--- src/verilog/ooo_settings.svh ---
`ifndef OOO_SETTINGS_SVH
`define OOO_SETTINGS_SVH

// operand width in bits
`define OOO_DATA_WIDTH 16

// register counts, phys = arch + rob depth
`define OOO_ARCH_REGS  8
`define OOO_PHYS_REGS  16

// queue depths
`define OOO_RS_DEPTH   4
`define OOO_ROB_DEPTH  8

// cycles from issue to data bus for a multiply
`define OOO_MUL_STAGES 3

`endif

--- src/verilog/ooo_pkg.sv ---
`include "ooo_settings.svh"

package ooo_pkg;

    typedef logic [`OOO_DATA_WIDTH-1:0]        data_t;
    typedef logic [$clog2(`OOO_ARCH_REGS)-1:0] arn_t;
    typedef logic [$clog2(`OOO_PHYS_REGS)-1:0] prn_t;
    typedef logic [$clog2(`OOO_ROB_DEPTH)-1:0] robn_t;
    typedef logic [2:0]                        op_t;

    // alu ops
    localparam op_t OP_ADD = 3'd0;
    localparam op_t OP_SUB = 3'd1;
    localparam op_t OP_AND = 3'd2;
    localparam op_t OP_XOR = 3'd3;
    // result is the immediate
    localparam op_t OP_LI  = 3'd4;
    // low half of the product, goes to the multiplier
    localparam op_t OP_MUL = 3'd5;

endpackage

--- src/verilog/exec_units.sv ---
`timescale 1ns/1ps
`include "ooo_settings.svh"

module exec_units (
    input  logic           clock,
    input  logic           reset,
    input  logic           issue_valid,
    input  ooo_pkg::op_t   issue_op,
    input  ooo_pkg::data_t issue_a, issue_b,
    input  ooo_pkg::prn_t  issue_dest_prn,
    input  ooo_pkg::robn_t issue_robn,
    output logic           issue_ready,
    output logic           cdb_valid,
    output ooo_pkg::prn_t  cdb_prn,
    output ooo_pkg::robn_t cdb_robn,
    output ooo_pkg::data_t cdb_value
);
    import ooo_pkg::*;

    // the data bus register doubles as the final multiply stage
    localparam int MUL_REGS = `OOO_MUL_STAGES - 1;

    logic  mul_valid [MUL_REGS];
    prn_t  mul_prn [MUL_REGS];
    robn_t mul_robn [MUL_REGS];
    data_t mul_value [MUL_REGS];
    data_t alu_result;
    logic  mul_out;
    logic  issue_go;

    // multiplier owns the bus next cycle, hold off new issue
    assign mul_out     = mul_valid[MUL_REGS-1];
    assign issue_ready = !mul_out;
    assign issue_go    = issue_valid && issue_ready;

    always_comb begin
        case (issue_op)
            OP_ADD:  alu_result = issue_a + issue_b;
            OP_SUB:  alu_result = issue_a - issue_b;
            OP_AND:  alu_result = issue_a & issue_b;
            OP_XOR:  alu_result = issue_a ^ issue_b;
            OP_LI:   alu_result = issue_a;
            default: alu_result = '0;
        endcase
    end

    always_ff @(posedge clock) begin
        if (reset) begin
            for (int s = 0; s < MUL_REGS; s++) begin
                mul_valid[s] <= 1'b0;
            end
            cdb_valid <= 1'b0;
        end else begin
            mul_valid[0] <= issue_go && issue_op == OP_MUL;
            for (int s = 1; s < MUL_REGS; s++) begin
                mul_valid[s] <= mul_valid[s-1];
            end
            cdb_valid <= mul_out || (issue_go && issue_op != OP_MUL);
        end
    end

    always_ff @(posedge clock) begin
        mul_prn[0]   <= issue_dest_prn;
        mul_robn[0]  <= issue_robn;
        mul_value[0] <= issue_a * issue_b;
        for (int s = 1; s < MUL_REGS; s++) begin
            mul_prn[s]   <= mul_prn[s-1];
            mul_robn[s]  <= mul_robn[s-1];
            mul_value[s] <= mul_value[s-1];
        end
        if (mul_out) begin
            cdb_prn   <= mul_prn[MUL_REGS-1];
            cdb_robn  <= mul_robn[MUL_REGS-1];
            cdb_value <= mul_value[MUL_REGS-1];
        end else begin
            cdb_prn   <= issue_dest_prn;
            cdb_robn  <= issue_robn;
            cdb_value <= alu_result;
        end
    end

endmodule

--- src/verilog/ooo_core.sv ---
`timescale 1ns/1ps

module ooo_core (
    input  logic           clock,
    input  logic           reset,
    input  logic           insn_valid,
    input  ooo_pkg::op_t   insn_op,
    input  ooo_pkg::arn_t  insn_dest, insn_src1, insn_src2,
    input  ooo_pkg::data_t insn_imm,
    output logic           stall,
    output logic           commit_valid,
    output ooo_pkg::arn_t  commit_arn,
    output ooo_pkg::data_t commit_value
);
    import ooo_pkg::*;

    // renamed instruction and its operands
    logic  dispatch_valid;
    op_t   dispatch_op;
    data_t dispatch_imm;
    prn_t  dispatch_dest_prn, dispatch_src1_prn, dispatch_src2_prn;
    prn_t  dispatch_old_prn;
    arn_t  dispatch_arn;
    logic  src1_ready, src2_ready;
    data_t src1_value, src2_value;
    robn_t alloc_robn;
    logic  rob_full, rs_full;

    // rs to execution units
    logic  issue_valid, issue_ready;
    op_t   issue_op;
    data_t issue_a, issue_b;
    prn_t  issue_dest_prn;
    robn_t issue_robn;

    // common data bus
    logic  cdb_valid;
    prn_t  cdb_prn;
    robn_t cdb_robn;
    data_t cdb_value;

    // commit back to the free list
    logic  free_valid;
    prn_t  free_prn;

    rename_stage        i_rename (.*);
    phys_regfile        i_prf    (.*);
    reservation_station i_rs     (.*);
    exec_units          i_exec   (.*);
    reorder_buffer      i_rob    (.*);

endmodule

--- src/verilog/phys_regfile.sv ---
`timescale 1ns/1ps
`include "ooo_settings.svh"

module phys_regfile (
    input  logic           clock,
    input  logic           reset,
    input  logic           dispatch_valid,
    input  ooo_pkg::prn_t  dispatch_dest_prn, dispatch_src1_prn, dispatch_src2_prn,
    input  logic           cdb_valid,
    input  ooo_pkg::prn_t  cdb_prn,
    input  ooo_pkg::data_t cdb_value,
    output logic           src1_ready,
    output ooo_pkg::data_t src1_value,
    output logic           src2_ready,
    output ooo_pkg::data_t src2_value
);
    import ooo_pkg::*;

    data_t value [`OOO_PHYS_REGS];
    logic  ready [`OOO_PHYS_REGS];
    logic  hit1, hit2;

    // bypass a result written at this same edge
    assign hit1 = cdb_valid && cdb_prn == dispatch_src1_prn;
    assign hit2 = cdb_valid && cdb_prn == dispatch_src2_prn;

    assign src1_ready = ready[dispatch_src1_prn] || hit1;
    assign src1_value = hit1 ? cdb_value : value[dispatch_src1_prn];
    assign src2_ready = ready[dispatch_src2_prn] || hit2;
    assign src2_value = hit2 ? cdb_value : value[dispatch_src2_prn];

    always_ff @(posedge clock) begin
        if (reset) begin
            for (int i = 0; i < `OOO_PHYS_REGS; i++) begin
                value[i] <= '0;
                ready[i] <= 1'b1;
            end
        end else begin
            if (cdb_valid) begin
                value[cdb_prn] <= cdb_value;
                ready[cdb_prn] <= 1'b1;
            end
            // new destination is pending until its result shows up
            if (dispatch_valid) begin
                ready[dispatch_dest_prn] <= 1'b0;
            end
        end
    end

endmodule

--- src/verilog/rename_stage.sv ---
`timescale 1ns/1ps
`include "ooo_settings.svh"

module rename_stage (
    input  logic           clock,
    input  logic           reset,
    input  logic           insn_valid,
    input  ooo_pkg::op_t   insn_op,
    input  ooo_pkg::arn_t  insn_dest, insn_src1, insn_src2,
    input  ooo_pkg::data_t insn_imm,
    input  logic           rs_full,
    input  logic           rob_full,
    input  logic           free_valid,
    input  ooo_pkg::prn_t  free_prn,
    output logic           stall,
    output logic           dispatch_valid,
    output ooo_pkg::op_t   dispatch_op,
    output ooo_pkg::data_t dispatch_imm,
    output ooo_pkg::prn_t  dispatch_dest_prn, dispatch_src1_prn, dispatch_src2_prn,
    output ooo_pkg::prn_t  dispatch_old_prn,
    output ooo_pkg::arn_t  dispatch_arn
);
    import ooo_pkg::*;

    localparam int FREE_DEPTH = `OOO_PHYS_REGS - `OOO_ARCH_REGS;
    localparam int PTR_W      = $clog2(FREE_DEPTH);

    prn_t map_table [`OOO_ARCH_REGS];
    prn_t free_list [FREE_DEPTH];
    logic [PTR_W-1:0] free_head;
    logic [PTR_W-1:0] free_tail;

    // structural hazard, the only place it is decided
    assign stall          = rob_full || rs_full;
    assign dispatch_valid = insn_valid && !stall;
    assign dispatch_op    = insn_op;
    assign dispatch_imm   = insn_imm;
    assign dispatch_arn   = insn_dest;

    // free list cannot run dry while the ROB has room
    assign dispatch_dest_prn = free_list[free_head];
    // sources see the mapping from before this instruction
    assign dispatch_src1_prn = map_table[insn_src1];
    assign dispatch_src2_prn = map_table[insn_src2];
    assign dispatch_old_prn  = map_table[insn_dest];

    always_ff @(posedge clock) begin
        if (reset) begin
            for (int i = 0; i < `OOO_ARCH_REGS; i++) begin
                map_table[i] <= prn_t'(i);
            end
            for (int i = 0; i < FREE_DEPTH; i++) begin
                free_list[i] <= prn_t'(`OOO_ARCH_REGS + i);
            end
            free_head <= '0;
            free_tail <= '0;
        end else begin
            if (dispatch_valid) begin
                map_table[insn_dest] <= free_list[free_head];
                free_head            <= free_head + 1'b1;
            end
            // register released by a commit
            if (free_valid) begin
                free_list[free_tail] <= free_prn;
                free_tail            <= free_tail + 1'b1;
            end
        end
    end

endmodule

--- src/verilog/reorder_buffer.sv ---
`timescale 1ns/1ps
`include "ooo_settings.svh"

module reorder_buffer (
    input  logic           clock,
    input  logic           reset,
    input  logic           dispatch_valid,
    input  ooo_pkg::arn_t  dispatch_arn,
    input  ooo_pkg::prn_t  dispatch_dest_prn, dispatch_old_prn,
    input  logic           cdb_valid,
    input  ooo_pkg::robn_t cdb_robn,
    input  ooo_pkg::data_t cdb_value,
    output ooo_pkg::robn_t alloc_robn,
    output logic           rob_full,
    output logic           free_valid,
    output ooo_pkg::prn_t  free_prn,
    output logic           commit_valid,
    output ooo_pkg::arn_t  commit_arn,
    output ooo_pkg::data_t commit_value
);
    import ooo_pkg::*;

    localparam int DEPTH = `OOO_ROB_DEPTH;
    localparam int CNT_W = $clog2(DEPTH + 1);

    logic  done [DEPTH];
    arn_t  arn [DEPTH];
    prn_t  old_prn [DEPTH];
    data_t value [DEPTH];
    robn_t head;
    robn_t tail;
    logic [CNT_W-1:0] count;

    assign alloc_robn = tail;
    assign rob_full   = count == CNT_W'(DEPTH);

    // retire the head once its result is in
    assign commit_valid = count != '0 && done[head];
    assign commit_arn   = arn[head];
    assign commit_value = value[head];
    assign free_prn     = old_prn[head];
    assign free_valid   = commit_valid;

    always_ff @(posedge clock) begin
        if (reset) begin
            head  <= '0;
            tail  <= '0;
            count <= '0;
            for (int i = 0; i < DEPTH; i++) begin
                done[i] <= 1'b0;
            end
        end else begin
            if (dispatch_valid) begin
                done[tail] <= 1'b0;
                tail       <= tail + 1'b1;
            end
            if (cdb_valid) begin
                done[cdb_robn] <= 1'b1;
            end
            if (commit_valid) begin
                head <= head + 1'b1;
            end
            count <= count + CNT_W'(dispatch_valid) - CNT_W'(commit_valid);
        end
    end

    always_ff @(posedge clock) begin
        if (dispatch_valid) begin
            arn[tail]     <= dispatch_arn;
            old_prn[tail] <= dispatch_old_prn;
        end
        if (cdb_valid) begin
            value[cdb_robn] <= cdb_value;
        end
    end

endmodule

--- src/verilog/reservation_station.sv ---
`timescale 1ns/1ps
`include "ooo_settings.svh"

module reservation_station (
    input  logic           clock,
    input  logic           reset,
    input  logic           dispatch_valid,
    input  ooo_pkg::op_t   dispatch_op,
    input  ooo_pkg::data_t dispatch_imm,
    input  ooo_pkg::prn_t  dispatch_dest_prn, dispatch_src1_prn, dispatch_src2_prn,
    input  logic           src1_ready,
    input  ooo_pkg::data_t src1_value,
    input  logic           src2_ready,
    input  ooo_pkg::data_t src2_value,
    input  ooo_pkg::robn_t alloc_robn,
    input  logic           issue_ready,
    input  logic           cdb_valid,
    input  ooo_pkg::prn_t  cdb_prn,
    input  ooo_pkg::data_t cdb_value,
    output logic           rs_full,
    output logic           issue_valid,
    output ooo_pkg::op_t   issue_op,
    output ooo_pkg::data_t issue_a, issue_b,
    output ooo_pkg::prn_t  issue_dest_prn,
    output ooo_pkg::robn_t issue_robn
);
    import ooo_pkg::*;

    localparam int DEPTH = `OOO_RS_DEPTH;
    localparam int IDX_W = $clog2(DEPTH);
    localparam int CNT_W = $clog2(DEPTH + 1);

    // slot 0 holds the oldest entry, slots at or above count are empty
    op_t   op [DEPTH];
    prn_t  dest [DEPTH], tag_a [DEPTH], tag_b [DEPTH];
    robn_t robn [DEPTH];
    logic  rdy_a [DEPTH], rdy_b [DEPTH];
    data_t val_a [DEPTH], val_b [DEPTH];
    logic  ok_a [DEPTH], ok_b [DEPTH];
    data_t cur_a [DEPTH], cur_b [DEPTH];
    logic [CNT_W-1:0] count;
    logic [IDX_W-1:0] sel;
    logic [IDX_W-1:0] wr_pos;
    logic do_issue;
    logic is_li;

    // wakeup from the data bus counts in the same cycle
    always_comb begin
        for (int i = 0; i < DEPTH; i++) begin
            ok_a[i]  = rdy_a[i] || (cdb_valid && cdb_prn == tag_a[i]);
            ok_b[i]  = rdy_b[i] || (cdb_valid && cdb_prn == tag_b[i]);
            cur_a[i] = rdy_a[i] ? val_a[i] : cdb_value;
            cur_b[i] = rdy_b[i] ? val_b[i] : cdb_value;
        end
    end

    // oldest ready entry wins
    always_comb begin
        issue_valid = 1'b0;
        sel         = '0;
        for (int i = DEPTH - 1; i >= 0; i--) begin
            if (i < count && ok_a[i] && ok_b[i]) begin
                issue_valid = 1'b1;
                sel         = IDX_W'(i);
            end
        end
    end

    assign issue_op       = op[sel];
    assign issue_a        = cur_a[sel];
    assign issue_b        = cur_b[sel];
    assign issue_dest_prn = dest[sel];
    assign issue_robn     = robn[sel];
    assign do_issue       = issue_valid && issue_ready;
    assign rs_full        = count == CNT_W'(DEPTH);
    assign wr_pos         = IDX_W'(count - CNT_W'(do_issue));
    assign is_li          = dispatch_op == OP_LI;

    always_ff @(posedge clock) begin
        if (reset) begin
            count <= '0;
        end else begin
            count <= count + CNT_W'(dispatch_valid) - CNT_W'(do_issue);
        end
    end

    always_ff @(posedge clock) begin
        for (int i = 0; i < DEPTH; i++) begin
            rdy_a[i] <= ok_a[i];
            rdy_b[i] <= ok_b[i];
            val_a[i] <= cur_a[i];
            val_b[i] <= cur_b[i];
        end
        // close the gap left by the issued entry
        for (int i = 0; i < DEPTH - 1; i++) begin
            if (do_issue && i >= sel) begin
                op[i]    <= op[i+1];
                dest[i]  <= dest[i+1];
                robn[i]  <= robn[i+1];
                tag_a[i] <= tag_a[i+1];
                tag_b[i] <= tag_b[i+1];
                rdy_a[i] <= ok_a[i+1];
                rdy_b[i] <= ok_b[i+1];
                val_a[i] <= cur_a[i+1];
                val_b[i] <= cur_b[i+1];
            end
        end
        // LI needs no sources, its immediate rides in operand a
        if (dispatch_valid) begin
            op[wr_pos]    <= dispatch_op;
            dest[wr_pos]  <= dispatch_dest_prn;
            robn[wr_pos]  <= alloc_robn;
            tag_a[wr_pos] <= dispatch_src1_prn;
            tag_b[wr_pos] <= dispatch_src2_prn;
            rdy_a[wr_pos] <= src1_ready || is_li;
            rdy_b[wr_pos] <= src2_ready || is_li;
            val_a[wr_pos] <= is_li ? dispatch_imm : src1_value;
            val_b[wr_pos] <= src2_value;
        end
    end

endmodule
--- config.mk ---
export PLATFORM = sky130hd
export DESIGN_NAME = ooo_core
export DESIGN_NICKNAME = d
export VERILOG_FILES = /design/src/verilog/ooo_pkg.sv /design/src/verilog/exec_units.sv /design/src/verilog/ooo_core.sv /design/src/verilog/phys_regfile.sv /design/src/verilog/rename_stage.sv /design/src/verilog/reorder_buffer.sv /design/src/verilog/reservation_station.sv
export VERILOG_INCLUDE_DIRS = /design/src /design/src/verilog
export SDC_FILE = /design/constraint.sdc
export NUM_CORES = 2
export LEC_CHECK = 0
export BUFFER_PORTS_ARGS = -buffer_cell sky130_fd_sc_hd__buf_4
export CORE_ASPECT_RATIO = 0.9
export CORE_MARGIN = 3
export CORE_UTILIZATION = 60
export CTS_CLUSTER_DIAMETER = 50
export CTS_CLUSTER_SIZE = 10
export DETAILED_ROUTE_END_ITERATION = 10
export PLACE_DENSITY = 0.75
export SLEW_MARGIN = 20
export SYNTH_ARGS = -nofsm -noshare
export SYNTH_HDL_FRONTEND = slang
export SYNTH_SLANG_ARGS = --single-unit
export TNS_END_PERCENT = 20
--- constraint.sdc ---
create_clock -name clock -period 20.9 [get_ports clock]
set_input_delay 4.18 -clock clock [delete_from_list [all_inputs] [get_ports clock]]
set_output_delay 4.18 -clock clock [all_outputs]
set_load 0.05 [all_outputs]
-- Word-level counts from Yosys, hierarchy flattened
Memory sizes are Yosys's and may differ from the RTL's. A register that Yosys moved wholly into a read port is not among the register bits.
Index checks and enable logic that the tools add are counted.
- memory bits (writable): 784
- output and inout port bits: 21
- input bits: 31
- flip-flop bits (word level): 43
- memories: 21
- eq/ne operators: 19
- add/subtract/negate cells: 11
- muxes and demuxes: 94
- multiply operators: 1
- reductions and logical operators: 51
- bitwise operators: 17
- magnitude comparators: 8
- memory list (memory ; depth ; width ; rd ports ; clocked after memory_dff ; wr ports ; RTL line ; source):
    i_prf.value ; 16 ; 16 ; 2 ; 0 ; 16 ; phys_regfile.sv:19 ; data_t value [`OOO_PHYS_REGS];
    i_rob.value ; 8 ; 16 ; 1 ; 1 ; 1 ; reorder_buffer.sv:29 ; data_t value [DEPTH];
    i_rs.val_a ; 4 ; 16 ; 4 ; 0 ; 5 ; reservation_station.sv:38 ; data_t val_a [DEPTH], val_b [DEPTH];
    i_rs.val_b ; 4 ; 16 ; 4 ; 0 ; 5 ; reservation_station.sv:38 ;
    i_exec.mul_value ; 2 ; 16 ; 2 ; 0 ; 2 ; exec_units.sv:26 ; data_t mul_value [MUL_REGS];
    i_rename.free_list ; 8 ; 4 ; 1 ; 1 ; 8 ; rename_stage.sv:29 ; prn_t free_list [FREE_DEPTH];
    15 more memories ; n/a ; n/a ; n/a ; n/a ; n/a ; n/a ;
- operators by type and width (kind ; number):
    $mux 16 ; 23
    $pmux 16 s5 ; 1
    $bmux 16 s2 ; 2
    $mux 3 ; 15
    $mux 1 ; 43
    $eq 4x4->1 ; 10
    $logic_and 1x1->1 ; 26
    $mux 4 ; 6
    $add 16x16->16 ; 1
    $and 16x16->16 ; 1
    $mul 16x16->16 ; 1
    $reduce_or 16->1 ; 1
    $sub 16x16->16 ; 1
    $xor 16x16->16 ; 1
    $logic_or 1x1->1 ; 14
    $add 3x1->3 const B ; 4
    $eq 3x3->1 const B ; 4
    $or 1x1->1 const A ; 12
    $mux 2 ; 4
    $reduce_or 4->1 ; 2
    $eq 3x2->1 const B ; 2
    $lt 1x3->1 const A ; 2
    $lt 2x3->1 const A ; 2
    $add 4x1->4 ; 1
    16 further kinds ; 22

-- Depth between registers and ports, before layout
- depth after elaboration: 16
- depth in mapped cells: 39
- mapped depth without buffers: 34

-- By module
From an unflattened synthesis, not the netlist that was laid out.
- cells, all modules: 3600
- area, all modules: 46130.5 µm²
- by module, submodules not included (module ; instances ; area an instance (µm²) ; sequential area each (µm²) ; cells each):
    phys_regfile ; 1 ; 14954.3 ; 8007.7 ; 957
    reservation_station ; 1 ; 11652.4 ; 4944.7 ; 1116
    reorder_buffer ; 1 ; 8051.5 ; 5945.7 ; 398
    exec_units ; 1 ; 7293.2 ; 1441.4 ; 809
    rename_stage ; 1 ; 4179.0 ; 2102.0 ; 320

-- Least setup slack after synthesis
Ideal clock, no wire load.
- kind: reg2reg
- from: register i_exec.cdb_prn[1]
- to: memory i_exec.mul_value[0][15] in the netlist's numbering
- buffers on the path: 7
- setup slack: 13.256 ns
- period minus slack after synthesis: 7.644 ns
- arrival: 7.514 ns
- stages on the path, launching flop included: 35
- cell sequence: dfxtp_1 -> buf_6 -> buf_6 -> xor2_1 -> nor3_2 -> a31oi_2 -> o32a_4 -> a21oi_4 -> buf_6 -> buf_6 -> clkbuf_2 -> buf_2 -> buf_2 -> o211ai_1 -> o21ai_1 -> inv_1 -> nor2_1 -> fa_1 -> fa_1 -> ha_1 -> fa_1 -> inv_1 -> fa_1 -> fa_1 -> inv_1 -> ha_1 -> a21oi_1 -> o21bai_1 -> a21oi_1 -> o21bai_1 -> a21oi_1 -> o21bai_1 -> a21oi_1 -> xnor2_1 -> xnor3_1
- RTL lines (what ; RTL line ; source):
    start: declaration ; exec_units.sv:14 ; output ooo_pkg::prn_t cdb_prn,
    start signal: assignment ; exec_units.sv:72 ; cdb_prn <= mul_prn[MUL_REGS-1];
    start signal: assignment ; exec_units.sv:76 ; cdb_prn <= issue_dest_prn;
    end: declaration ; exec_units.sv:26 ;

==> impl_metrics.ini <==
[route]
ant_nets = 0
highest_layer = met5
wl_met3_mm = 16.44
wirelength_mm = 133.9
vias = 35070
drtIter0Drc = 4611
wl_met2_mm = 58.95
drt-wirelength-per-cell_um = 24.17
wl_met1_mm = 52.95
first_pass_iters = 9
vias_per_cell = 6.332
drc = 0

[clock_tree]
clk_pin_slew_ns = 0.06
clock-sinks = 833
cts_tree = yes
cts_inserted_buffers = 103
clk_path_buf_depth = 3
hold_buffers = 0
clockRootBuffer = clkbuf_16
postCtsSetupBuffers = 0
htreeDepth = 3
ctsResizeCount = 0
insertion_delay_ns = 0.69

[sta]
fmax_mhz = 105.0
timing.final.hold_violations = 0
slew_headroom_pct = 24.51
fin_crit_sh_pct = 45.55
report.final.slew_viol_count = 0
clock_skew_ns = 0.06011
finalSetupViolCount = 0
setup_ws_ns = 11.38
tns_ns = 0
fin_crit_ns = 9.520
rsz0062_at_grt = no
worstMarginPinSlew_ns = 1.131

[critical_path]
crit_type = reg2reg
rr_worst_depth = 28
crit_slowest_cell = dfxtp_1
path_buf_inv = 6
worstPathRequired_ns = 21.44
reg2reg_from = i_exec.cdb_prn[3]$_DFF_P_
crit_path_start_kind = flip-flop
r2r-end = i_exec.mul_value[0][15]$_DFF_P_
crit_arrival_ns = 10.06
r2r_slack_ns = 11.38
critPathTopFamily = adder cells
path_max_fanout = 63
slowest_delay_ns = 0.86
end_kind = flip-flop

[synthesis]
ys_ff_latch = 833
syn_area_um2 = 46020
synth_compound_area_share_pct = 10.29
synth.avg_cell_area_um2 = 10.20
synthMuxAreaShare_pct = 10.69
synth_top_area_share_pct = 37.59
synthTopCellsByArea = edfxtp_1 38%, dfxtp_1 11%, nand2_1 7.3%
synth_edf_count = 576
yosys.area_share.simple_pct = 17.38
async_reset_ff_share_pct = 0
yosysSeqAreaShare_pct = 48.77
synth_fa_ha_area_share_pct = 6.172
synthCells = 4512
synth_cell_types = 80
synth.most_common_cell = nand2_1
synth_top_family_by_area = simple AND/OR/NAND/NOR gates
synth_xor_area_share_pct = 2.333
ys_warn_count = 0
yosysTopAreaCell = edfxtp_1
synth_ff_type = edfxtp_1
syn-num-nets = 4720
synth_common_cells = 890 x nand2_1, 576 x edfxtp_1, 277 x clkbuf_1, 270 x and2_1, 266 x nor2_1

[worst_hold_path]
hold_path.class = reg2reg
hold_start = i_exec.mul_value[0][3]$_DFF_P_
hold_path_end = i_exec.mul_value[0][19]$_DFF_P_
worstHoldPathCells = 0

[global_route]
grtUsageTotal_pct = 33.22
grt_pass1_vias = 33600
grt_overflow = 0
grt_pass1_wl_mm = 204.4
antenna_found_initial = 3
grt_max_degree = 136

[layout]
n_fill_cell = 5695
syn_to_final_growth_pct = 9.710
final_nets = 4638
drive_gt1_share_pct = 12.49
multi_input_area_um2 = 21730
regArea_um2 = 22450

[outcome]
status = finished clean

[flow_run]
max_cap_violations = 0

[die]
ios = 52
core_area_um2 = 75360
die-width_um = 297.9
start_util_pct = 61.06
fp.dieArea_um2 = 80060
chipHeight_um = 268.7
rows = 95

[placed_design]
io_buffers = 51
dp_hpwl_mm = 82.20
pre_cts_ws_ns = 11.59
gp_congestion = 0.9760
## area by class of cell
cell class | instances | area share, %
sequential | 833 | 44.46
multi-input combinational | 3165 | 43.05
inverter | 185 | 1.390
antenna | 4 | 0.01983
timing repair buffer | 142 | 2.136
clock inverter | 23 | 0.6593
clock buffer | 169 | 5.757
tap | 1018 | 2.523
## metal layers
metal	global-route usage, %	vias to the layer above
li1	-	15670
met1	46.33	16810
met2	51.16	2194
met3	7.689	403
met4	12.77	2
met5	0	-
## worst register-to-register path, delay by kind of cell, from the launching register on
kind	cells	cell delay [ns]
muxes	2	1.01
and+or+nand+nor	1	0.20
xor gates and xnor gates	3	0.66
adders and majority gates	8	3.22
buffers and inverters	6	1.32
DFF	1	0.86
AOI/OAI and AO/OA	8	2.09
## worst max-delay path by stage
stage                                    startpoint                               to  cells after the start
after floorplan           i_exec.cdb_prn[1]$_DFF_P_  i_exec.mul_value[0][15]$_DFF_P_                     34
after global placement    i_exec.cdb_prn[2]$_DFF_P_  i_exec.mul_value[0][15]$_DFF_P_                     31
after detailed placement  i_exec.cdb_prn[2]$_DFF_P_  i_exec.mul_value[0][15]$_DFF_P_                     28
after CTS                 i_exec.cdb_prn[3]$_DFF_P_  i_exec.mul_value[0][15]$_DFF_P_                     28
after global routing      i_exec.cdb_prn[3]$_DFF_P_  i_exec.mul_value[0][15]$_DFF_P_                     33
final                     i_exec.cdb_prn[3]$_DFF_P_  i_exec.mul_value[0][15]$_DFF_P_                     28
## stage by stage
step | hold WS, ns | std cells | utilization (%) | instance area [um2]
after floorplan | 0.3096 | 4512 | - | 46020
after global placement | 0.3095 | 5343 | 62.67 | 47230
after detailed placement | 0.3121 | 5343 | 62.67 | 47230
after CTS | 0.3164 | 5535 | 66.97 | 50470
after global routing | 0.3208 | 5535 | 66.98 | 50470
final | 0.3158 | 5539 | 66.99 | 50480
## sequential cells by signal, indices dropped and copies added, names as in the netlist, 24 cells and up, named ones only
signal / count
i_prf.value: 256
i_rob.value: 128
i_rs.val_a: 64
i_rs.val_b: 64
i_exec.mul_value: 32
i_rename.free_list: 32
i_rename.map_table: 32
i_rob.old_prn: 32
i_rob.arn: 24
## layout by cell type (no fill, tap or decap), types with 30 or more instances in the layout
cell,synthesis,layout
nor2_1,266,254
buf_4,3,141
clkbuf_1,277,59
clkbuf_16,0,104
xor2_1,50,50
and2_1,270,270
nand3_1,31,30
nand2_1,890,890
fa_1,82,82
mux4_2,75,75
edfxtp_1,576,576
a211oi_1,60,60
mux2_2,119,119
o21ai_0,154,152
nor3_1,45,40
a311oi_1,67,67
a21oi_1,222,222
a31oi_1,73,73
mux2i_1,178,172
and3_1,134,134
dfxtp_1,257,255
ha_1,95,95
nand2b_1,32,32
xnor2_1,70,70
inv_1,180,176
## kinds of logic (layout without fill, tap and decap cells)
logic type | count (synthesis) | in the layout
AO/OA/AOI/OAI | 738 | 738
XOR/XNOR | 121 | 121
buffers and inverters | 514 | 519
AND/OR/NAND/NOR | 1749 | 1749
flip-flops | 833 | 833
other | 0 | 4
multiplexers | 379 | 379
adder cells (fa/ha/maj) | 178 | 178
Power is left out: the tool's default activity adds up to more than one toggle a clock period on the data nets, which glitch-free logic cannot reach.
